==> src/verilog/adc_if_params.svh <==
`ifndef ADC_IF_PARAMS_SVH
`define ADC_IF_PARAMS_SVH

// Lane geometry
`define ADC_NUM_LANES 4
`define ADC_SAMPLE_W 10

// Bit pairs per sample, two bits arrive each clock
`define ADC_FRAME_CYC 5

// Expected frame lane word, MSB first on the wire
`define ADC_FRAME_PATTERN 10'b11111_00000

// Register byte offsets
`define ADC_REG_CTRL 32'h0000_0000
`define ADC_REG_SLIP 32'h0000_0004
`define ADC_REG_FRAMES 32'h0000_0008
`define ADC_REG_FERRS 32'h0000_000C
`define ADC_REG_STATUS 32'h0000_0010

`endif

==> src/verilog/adc_reg_pkg.sv <==
package adc_reg_pkg;

  // Wishbone bus address
  typedef logic [31:0] wb_addr_t;

  // Wishbone bus data word
  typedef logic [31:0] wb_data_t;

  // Frame and frame error counters
  typedef logic [31:0] count_t;

  // Slave response state
  // ACK lasts one cycle and covers both ack and err
  typedef enum logic {
    IDLE,
    ACK
  } wb_state_t;

endpackage

==> src/verilog/adc_lane_pkg.sv <==
`include "adc_if_params.svh"

package adc_lane_pkg;

  // One deserialized ADC sample
  typedef logic [`ADC_SAMPLE_W-1:0] sample_t;

  // Bitslip offset, 0 up to sample width minus one
  typedef logic [3:0] slip_t;

  // Output gate
  // ARMED after a rising sync edge, back to DISARMED on soft clear
  typedef enum logic {
    DISARMED,
    ARMED
  } sync_state_t;

endpackage

==> src/verilog/adc_wb_regs.sv <==
`timescale 1ns/1ps

`include "adc_if_params.svh"

module adc_wb_regs (
  input  logic                   fclk_ctr_clk,
  input  logic                   rst,
  input  logic                   wb_cyc_i,
  input  logic                   wb_stb_i,
  input  logic                   wb_we_i,
  input  adc_reg_pkg::wb_addr_t  wb_adr_i,
  input  logic [3:0]             wb_sel_i,
  input  adc_reg_pkg::wb_data_t  wb_dat_i,
  output adc_reg_pkg::wb_data_t  wb_dat_o,
  output logic                   wb_ack_o,
  output logic                   wb_err_o,
  input  adc_reg_pkg::count_t    frame_cnt_i,
  input  adc_reg_pkg::count_t    frame_err_cnt_i,
  input  logic                   armed_i,
  output adc_lane_pkg::slip_t    slip_o [`ADC_NUM_LANES+1],
  output logic                   soft_clr_o
);
  import adc_reg_pkg::*;
  import adc_lane_pkg::*;

  localparam int NUM_SLIP = `ADC_NUM_LANES + 1;
  localparam slip_t SLIP_MAX = slip_t'(`ADC_SAMPLE_W - 1);

  wb_state_t state;
  logic      req;
  logic      addr_ok;
  logic      wr_ok;
  logic      bus_err;
  wb_data_t  rd_data;
  wb_data_t  slip_word;

  function automatic slip_t sat_slip(input logic [3:0] val);
    return (val > SLIP_MAX) ? SLIP_MAX : slip_t'(val);
  endfunction

  // New request, only taken in IDLE so each cycle gets one response
  assign req = wb_cyc_i && wb_stb_i && (state == IDLE);
  assign bus_err = !addr_ok || (wb_we_i && !wr_ok);

  // Address decode and read mux
  always_comb begin
    slip_word = '0;
    for (int i = 0; i < NUM_SLIP; i++) begin
      slip_word[4*i +: 4] = slip_o[i];
    end
    addr_ok = 1'b1;
    wr_ok   = 1'b0;
    rd_data = '0;
    case (wb_adr_i)
      `ADC_REG_CTRL: wr_ok = 1'b1;
      `ADC_REG_SLIP: begin
        wr_ok   = 1'b1;
        rd_data = slip_word;
      end
      `ADC_REG_FRAMES: rd_data = frame_cnt_i;
      `ADC_REG_FERRS:  rd_data = frame_err_cnt_i;
      `ADC_REG_STATUS: rd_data = wb_data_t'(armed_i);
      default: addr_ok = 1'b0;
    endcase
  end

  always_ff @(posedge fclk_ctr_clk) begin
    if (rst) begin
      state      <= IDLE;
      wb_ack_o   <= 1'b0;
      wb_err_o   <= 1'b0;
      soft_clr_o <= 1'b0;
      for (int i = 0; i < NUM_SLIP; i++) begin
        slip_o[i] <= '0;
      end
    end else begin
      soft_clr_o <= 1'b0;
      case (state)
        IDLE: begin
          if (req) begin
            state <= ACK;
            if (bus_err) begin
              wb_err_o <= 1'b1;
            end else begin
              wb_ack_o <= 1'b1;
              if (wb_we_i && (wb_adr_i == `ADC_REG_CTRL)) begin
                soft_clr_o <= wb_dat_i[0];
              end
              if (wb_we_i && (wb_adr_i == `ADC_REG_SLIP)) begin
                for (int i = 0; i < NUM_SLIP; i++) begin
                  slip_o[i] <= sat_slip(wb_dat_i[4*i +: 4]);
                end
              end
            end
          end
        end
        ACK: begin
          // Response lasts exactly one cycle
          state    <= IDLE;
          wb_ack_o <= 1'b0;
          wb_err_o <= 1'b0;
        end
        default: state <= IDLE;
      endcase
    end
  end

  // Read data, byte selects play no part since all registers are word wide
  always_ff @(posedge fclk_ctr_clk) begin
    if (req) begin
      wb_dat_o <= rd_data;
    end
  end

  a_ack_err_excl: assert property (@(posedge fclk_ctr_clk) disable iff (rst)
    !(wb_ack_o && wb_err_o))
    else $error("wb ack and err high together");

  a_resp_has_req: assert property (@(posedge fclk_ctr_clk) disable iff (rst)
    $rose(wb_ack_o || wb_err_o) |-> $past(wb_cyc_i && wb_stb_i))
    else $error("wb response without a request");

endmodule

==> src/verilog/adc_lane_deser.sv <==
`timescale 1ns/1ps

`include "adc_if_params.svh"

module adc_lane_deser (
  input  logic                  fclk_ctr_clk,
  input  logic                  rst,
  input  logic                  rise_i,
  input  logic                  fall_i,
  input  adc_lane_pkg::slip_t   slip_i,
  output adc_lane_pkg::sample_t sample_o,
  output logic                  sample_valid_o
);
  import adc_lane_pkg::*;

  // Two samples of history so any slip up to width minus one finds a whole window
  localparam int HIST_W = 2 * `ADC_SAMPLE_W;
  localparam logic [2:0] LAST_PHASE = 3'(`ADC_FRAME_CYC - 1);

  logic [HIST_W-1:0] hist;
  logic [HIST_W-1:0] hist_nxt;
  logic [2:0]        phase;
  logic              frame_end;
  slip_t             slip_q;

  // Rise bit is older than fall bit, newest bit lands in bit 0
  assign hist_nxt = {hist[HIST_W-3:0], rise_i, fall_i};

  // Fifth bit pair of the frame is being taken this cycle
  assign frame_end = (phase == LAST_PHASE);

  // Phase counter and frame strobe
  always_ff @(posedge fclk_ctr_clk) begin
    if (rst) begin
      phase          <= '0;
      sample_valid_o <= 1'b0;
    end else begin
      sample_valid_o <= frame_end;
      if (frame_end) begin
        phase <= '0;
      end else begin
        phase <= phase + 3'd1;
      end
    end
  end

  // Slip is only picked up at a frame boundary
  // so a write never tears a sample in progress
  always_ff @(posedge fclk_ctr_clk) begin
    if (rst) begin
      slip_q <= '0;
    end else if (phase == 3'd0) begin
      slip_q <= slip_i;
    end
  end

  // Bit history keeps shifting through reset
  always_ff @(posedge fclk_ctr_clk) begin
    hist <= hist_nxt;
  end

  // Window that ends slip bits before the newest bit
  always_ff @(posedge fclk_ctr_clk) begin
    if (frame_end) begin
      sample_o <= hist_nxt[slip_q +: `ADC_SAMPLE_W];
    end
  end

  a_valid_period: assert property (@(posedge fclk_ctr_clk) disable iff (rst)
    sample_valid_o |=> !sample_valid_o [* (`ADC_FRAME_CYC - 1)] ##1 sample_valid_o)
    else $error("sample_valid_o not once every frame");

endmodule

==> src/verilog/adc_frame_gate.sv <==
`timescale 1ns/1ps

`include "adc_if_params.svh"

module adc_frame_gate (
  input  logic                                     fclk_ctr_clk,
  input  logic                                     rst,
  input  adc_lane_pkg::sample_t                    sample_i [`ADC_NUM_LANES],
  input  adc_lane_pkg::sample_t                    frame_i,
  input  logic                                     sample_valid_i,
  input  logic                                     sync_i,
  input  logic                                     soft_clr_i,
  output adc_reg_pkg::count_t                      frame_cnt_o,
  output adc_reg_pkg::count_t                      frame_err_cnt_o,
  output logic                                     armed_o,
  output logic [`ADC_NUM_LANES*`ADC_SAMPLE_W-1:0]  dout_o,
  output logic                                     dout_valid_o
);
  import adc_reg_pkg::*;
  import adc_lane_pkg::*;

  logic [1:0]  sync_ff;
  logic        sync_prev;
  logic        sync_rise;
  logic        frame_bad;
  logic        primed;
  logic        emit;
  sync_state_t state;

  assign sync_rise = sync_ff[1] & ~sync_prev;
  assign frame_bad = (frame_i != `ADC_FRAME_PATTERN);
  assign armed_o   = (state == ARMED);

  // Output only frames that began after arming
  assign emit = sample_valid_i && armed_o && primed;

  // Sync synchronizer and edge detect
  always_ff @(posedge fclk_ctr_clk) begin
    if (rst) begin
      sync_ff   <= '0;
      sync_prev <= 1'b0;
    end else begin
      sync_ff   <= {sync_ff[0], sync_i};
      sync_prev <= sync_ff[1];
    end
  end

  // Frame and frame error counters
  always_ff @(posedge fclk_ctr_clk) begin
    if (rst || soft_clr_i) begin
      frame_cnt_o     <= '0;
      frame_err_cnt_o <= '0;
    end else if (sample_valid_i) begin
      frame_cnt_o <= frame_cnt_o + 1'b1;
      if (frame_bad) begin
        frame_err_cnt_o <= frame_err_cnt_o + 1'b1;
      end
    end
  end

  // Gate FSM
  // the first frame end after arming only primes the gate,
  // that frame was partly received while disarmed
  always_ff @(posedge fclk_ctr_clk) begin
    if (rst || soft_clr_i) begin
      state        <= DISARMED;
      primed       <= 1'b0;
      dout_valid_o <= 1'b0;
    end else begin
      dout_valid_o <= emit;
      if (state == DISARMED) begin
        if (sync_rise) begin
          state  <= ARMED;
          primed <= 1'b0;
        end
      end else if (sample_valid_i) begin
        primed <= 1'b1;
      end
    end
  end

  // Output stage, lane 0 in the low bits, overwritten by every new frame
  always_ff @(posedge fclk_ctr_clk) begin
    if (emit) begin
      for (int i = 0; i < `ADC_NUM_LANES; i++) begin
        dout_o[i*`ADC_SAMPLE_W +: `ADC_SAMPLE_W] <= sample_i[i];
      end
    end
  end

  a_err_le_frames: assert property (@(posedge fclk_ctr_clk) disable iff (rst)
    frame_err_cnt_o <= frame_cnt_o)
    else $error("frame error count above frame count");

endmodule

==> src/verilog/adc_if_top.sv <==
`timescale 1ns/1ps

`include "adc_if_params.svh"

module adc_if_top (
  input  logic                                     fclk_ctr_clk,
  input  logic                                     rst,
  input  logic                                     sync_i,
  input  logic [`ADC_NUM_LANES-1:0]                din_rise_i,
  input  logic [`ADC_NUM_LANES-1:0]                din_fall_i,
  input  logic                                     fclk_rise_i,
  input  logic                                     fclk_fall_i,
  input  logic                                     wb_cyc_i,
  input  logic                                     wb_stb_i,
  input  logic                                     wb_we_i,
  input  adc_reg_pkg::wb_addr_t                    wb_adr_i,
  input  logic [3:0]                               wb_sel_i,
  input  adc_reg_pkg::wb_data_t                    wb_dat_i,
  output adc_reg_pkg::wb_data_t                    wb_dat_o,
  output logic                                     wb_ack_o,
  output logic                                     wb_err_o,
  output logic [`ADC_NUM_LANES*`ADC_SAMPLE_W-1:0]  dout_o,
  output logic                                     dout_valid_o
);
  import adc_reg_pkg::*;
  import adc_lane_pkg::*;

  slip_t   slip [`ADC_NUM_LANES+1];
  sample_t lane_sample [`ADC_NUM_LANES];
  sample_t frame_sample;
  logic    sample_valid;
  logic    soft_clr;
  logic    armed;
  count_t  frame_cnt;
  count_t  frame_err_cnt;

  adc_wb_regs adc_wb_regs_inst (
    .fclk_ctr_clk    (fclk_ctr_clk),
    .rst             (rst),
    .wb_cyc_i        (wb_cyc_i),
    .wb_stb_i        (wb_stb_i),
    .wb_we_i         (wb_we_i),
    .wb_adr_i        (wb_adr_i),
    .wb_sel_i        (wb_sel_i),
    .wb_dat_i        (wb_dat_i),
    .wb_dat_o        (wb_dat_o),
    .wb_ack_o        (wb_ack_o),
    .wb_err_o        (wb_err_o),
    .frame_cnt_i     (frame_cnt),
    .frame_err_cnt_i (frame_err_cnt),
    .armed_i         (armed),
    .slip_o          (slip),
    .soft_clr_o      (soft_clr)
  );

  // Data lanes, lane 0 provides the shared frame strobe
  for (genvar g = 0; g < `ADC_NUM_LANES; g++) begin : g_data_lane
    if (g == 0) begin : g_ref
      adc_lane_deser adc_lane_deser_inst (
        .fclk_ctr_clk   (fclk_ctr_clk),
        .rst            (rst),
        .rise_i         (din_rise_i[g]),
        .fall_i         (din_fall_i[g]),
        .slip_i         (slip[g]),
        .sample_o       (lane_sample[g]),
        .sample_valid_o (sample_valid)
      );
    end else begin : g_other
      adc_lane_deser adc_lane_deser_inst (
        .fclk_ctr_clk   (fclk_ctr_clk),
        .rst            (rst),
        .rise_i         (din_rise_i[g]),
        .fall_i         (din_fall_i[g]),
        .slip_i         (slip[g]),
        .sample_o       (lane_sample[g]),
        .sample_valid_o ()
      );
    end
  end

  // Frame lane uses the last slip field
  adc_lane_deser adc_frame_deser_inst (
    .fclk_ctr_clk   (fclk_ctr_clk),
    .rst            (rst),
    .rise_i         (fclk_rise_i),
    .fall_i         (fclk_fall_i),
    .slip_i         (slip[`ADC_NUM_LANES]),
    .sample_o       (frame_sample),
    .sample_valid_o ()
  );

  adc_frame_gate adc_frame_gate_inst (
    .fclk_ctr_clk    (fclk_ctr_clk),
    .rst             (rst),
    .sample_i        (lane_sample),
    .frame_i         (frame_sample),
    .sample_valid_i  (sample_valid),
    .sync_i          (sync_i),
    .soft_clr_i      (soft_clr),
    .frame_cnt_o     (frame_cnt),
    .frame_err_cnt_o (frame_err_cnt),
    .armed_o         (armed),
    .dout_o          (dout_o),
    .dout_valid_o    (dout_valid_o)
  );

endmodule

==> config.mk <==
export PLATFORM = sky130hd
export DESIGN_NAME = adc_if_top
export DESIGN_NICKNAME = d
export VERILOG_FILES = /design/src/verilog/adc_reg_pkg.sv /design/src/verilog/adc_lane_pkg.sv /design/src/verilog/adc_wb_regs.sv /design/src/verilog/adc_lane_deser.sv /design/src/verilog/adc_frame_gate.sv /design/src/verilog/adc_if_top.sv
export VERILOG_INCLUDE_DIRS = /design/src /design/src/verilog
export SDC_FILE = /design/constraint.sdc
export NUM_CORES = 1
export LEC_CHECK = 0
export ABC_AREA = 1
export BUFFER_PORTS_ARGS = -buffer_cell sky130_fd_sc_hd__buf_2
export CAP_MARGIN = 5
export CORE_ASPECT_RATIO = 0.8
export CORE_MARGIN = 3
export CORE_UTILIZATION = 40
export CTS_CLUSTER_DIAMETER = 80
export CTS_CLUSTER_SIZE = 24
export DETAILED_ROUTE_END_ITERATION = 10
export SETUP_SLACK_MARGIN = 0.5
export SYNTH_ARGS = -nofsm -noshare
export SYNTH_HDL_FRONTEND = slang
export SYNTH_SLANG_ARGS = --single-unit
==> constraint.sdc <==
create_clock -name fclk_ctr_clk -period 3.3 [get_ports fclk_ctr_clk]
set_clock_uncertainty 0.15 [all_clocks]
set_input_delay 0.33 -clock fclk_ctr_clk [delete_from_list [all_inputs] [get_ports fclk_ctr_clk]]
set_output_delay 0.33 -clock fclk_ctr_clk [all_outputs]
set_load 0.05 [all_outputs]
==> results.toml <==
[run_status]
status = "complete, no violations"

[cts]
ctsResizeCount = 0
post_cts_buffers = 0
cts.sinks = 342
cts_tree = "yes"
path_clk_slew_ns = 0.09
cts-root-buf = "clkbuf_16"
cts_buffers = 18
clock_path_buffers = 3
cts_hold_buffers = 24
clk_latency_ns = 0.53
htree_num_levels = 1

[setup_path]
cpPeakStageDelay_ns = 0.64
worst-setup-path-type = "reg2reg"
cp_slowest_cell = "dfxtp_1"
crit_path_end_kind = "flip-flop"
crit_chain = "inv_1 -> o21ai_0 -> mux2i_1 -> nand2_1 -> o21ai_0"
cp_common_cell = "o21ai_0"
crit_fanout = 24
worstPathRequired_ns = 3.41
critPathLaunchType = "flip-flop"
cp_data_arrival_time_ns = 2.37

[yosys]
synth.avg_cell_area_um2 = 7.886
netlist_area_um2 = 15590
synthArstFlopShare_pct = 0
synthCells = 1977
synthTopCellsByCount = "nand2_1 (585), dfxtp_1 (220), nor2_1 (176)"
synth_area_leaders = "dfxtp_1 (28%), edfxtp_1 (23%), nand2_1 (14%)"
ys_ff_latch = 342
synth_top_cell_by_area = "dfxtp_1"
yosysWarningCount = 0
ys_types = 46
synth-edff-count = 122
yosysMostFrequentCell = "nand2_1"
netlist.area_leader.share_pct = 28.25
synthFlopType = "dfxtp_1"
syn_nets = 2073
ys_seq_area_share_pct = 51.75

[layout]
nets = 2209
fin_util_pct = 45.75
drive_above_1_share_pct = 11.06
area_growth_pct = 12.57

[die]
rows = 64
dieArea_um2 = 41390
start_util_pct = 40.64
core_um2 = 38360
die_w_um = 226.7
die_h_um = 182.6
ios = 159

[timing]
setup_viol = 0
rsz0062_at_grt = "no"
worst_pin_slew_ns = 0.8712
hold_viol = 0
fin_crit_ns = 2.259
setup_tns_ns = 0
fmax_ghz = 0.4427
period_share_pct = 68.45
setup_slack_ns = 1.041
holdWs_ns = 0.03014
slew_headroom_pct = 41.86
report.final.slew_viol_count = 0

[power]
intPower_mw = 6.159
total_power_mw = 8.566
p_per_area_nw_per_um2 = 488.1
swShare_pct = 28.10
peakVddDrop_mv = 0.3101
comb_power_share_pct = 16.3
p_leak_nw = 6.972
p_switching_mw = 2.407
p_seq_share_pct = 55.2
power_frac_clock_pct = 28.5

[worst_hold_path]
min_path_type = "in2reg"

[placed_design]
dp_slack_ns = 0.9049
hpwl_mm = 28.92
routabilityCongestion = 0.9192
port_buffers = 142

[global_route]
grt_max_degree = 46
first_global_vias = 12040
grtUsageTotal_pct = 18.37
grt_pass1_wl_mm = 62.24
globalRouteOverflowTotal = 0
antenna_found_initial = 1

[route]
drc = 0
drt_first_pass_iters = 5
ant_nets = 0
vias = 13110
viasPerCell = 5.003
routed_wl_mm = 38.28
drt-initial-drc-count = 909
avgRoutedWirePerCell_um = 14.60

[job]
maxCapViolCount = 0
-- sequential cells by signal, indices dropped and copies added, names as in the netlist, 2 cells and up --
| name | count |
|---|---|
| adc_frame_gate_inst.frame_err_cnt_o | 32 |
| adc_frame_gate_inst.sync_ff | 2 |
| adc_frame_deser_inst.slip_q | 4 |
| g_data_lane.g_ref.adc_lane_deser_inst.phase | 3 |
| g_data_lane.g_other.adc_lane_deser_inst.slip_q | 12 |
| adc_wb_regs_inst.slip_o | 20 |
| g_data_lane.g_other.adc_lane_deser_inst.hist | 54 |
| g_data_lane.g_ref.adc_lane_deser_inst.slip_q | 4 |
| adc_frame_deser_inst.phase | 3 |
| adc_frame_gate_inst.dout_o | 40 |
| g_data_lane.g_other.adc_lane_deser_inst.sample_o | 30 |
| adc_wb_regs_inst.wb_dat_o | 32 |
| g_data_lane.g_ref.adc_lane_deser_inst.hist | 18 |
| adc_frame_deser_inst.hist | 18 |
| g_data_lane.g_other.adc_lane_deser_inst.phase | 9 |
| adc_frame_gate_inst.frame_cnt_o | 32 |
| g_data_lane.g_ref.adc_lane_deser_inst.sample_o | 10 |
| adc_frame_deser_inst.sample_o | 10 |
-- power groups by stage --
stage | combinational (mW) | clock, mW | sequential, mW
2_1_floorplan | 1.02 | 0 | 4.80
3_3_place_gp | 1.36 | 0 | 4.82
3_5_place_dp | 1.37 | 0 | 4.82
4_1_cts | 1.40 | 2.54 | 4.73
5_1_grt | 1.61 | 2.70 | 4.76
6_report | 1.40 | 2.44 | 4.73
-- cells in the final DEF, fill, tap and decap left out, drive strengths merged, types with 2 or more instances in the layout --
cell and count:
dfxtp 220, o21ai 174, nor2 194, clkbuf 29
xor2 13, nand3 117, o21bai 4, inv 179
o22ai 13, edfxtp 122, a21oi 107, nor3 39
nand4 10, a21o 3, mux2i 6, dlygate4sd3 24
clkinv 11, o21a 2, o221ai 24, o211ai 29
and2 5, buf 161, a31oi 10, or2 17
xnor2 10, ha 12, nand2 587
-- cell families after synthesis --
logic type	share of synthesized area, %
adder cells (fa/ha/maj)	0.9631
multiplexers	0.3852
AND/OR/NAND/NOR	25.79
flip-flops	51.75
XOR/XNOR	1.292
AO/OA/AOI/OAI	13.32
buffers and inverters	6.493
-- through the flow --
step,instances,area (um2)
after CTS,2620,17550
final,2621,17550
after global routing,2621,17550
after detailed placement,2564,16770
after global placement,2564,16770
after floorplan,1977,15590
-- metal layers --
layer	global-route usage, %	up-vias	share of wire, %
li1	-	6794	-
met1	27.23	5959	50
met2	27.98	300	43
met3	2.348	60	4.4
met4	5.453	0	2.9
met5	0	-	0
-- worst paths after layout --
check	from	to	slack [ns]	depth (start not counted)
min reg2reg	g_data_lane[1].g_other.adc_lane_deser_inst.hist[8]	g_data_lane[1].g_other.adc_lane_deser_inst.hist[10]	0.21	0
max reg2reg	flip-flop	flip-flop	1.04	5
min	wb_dat_i[1]	adc_wb_regs_inst.slip_o[17]	0.03	5
max	flip-flop	flip-flop	1.04	5
-- critical path, delay by kind of cell (launching register included) --
family / cells / cell delay [ns]
flops: 1 / 0.64
mux: 1 / 0.17
buf+inv: 1 / 0.43
compound gates: 2 / 0.50
simple gates: 1 / 0.09
-- layout make-up --
cell class / count / area, um2
antenna: 1 / 2.502
clock buffer: 29 / 513.0
clock inverter: 3 / 22.52
fill: 3810 / 20810
inverter: 187 / 703.2
multi-input combinational: 1379 / 6528
sequential: 342 / 8068
tap: 495 / 619.3
timing repair buffer: 185 / 1094
No activity file was read; power rests on OpenSTA's default activity.
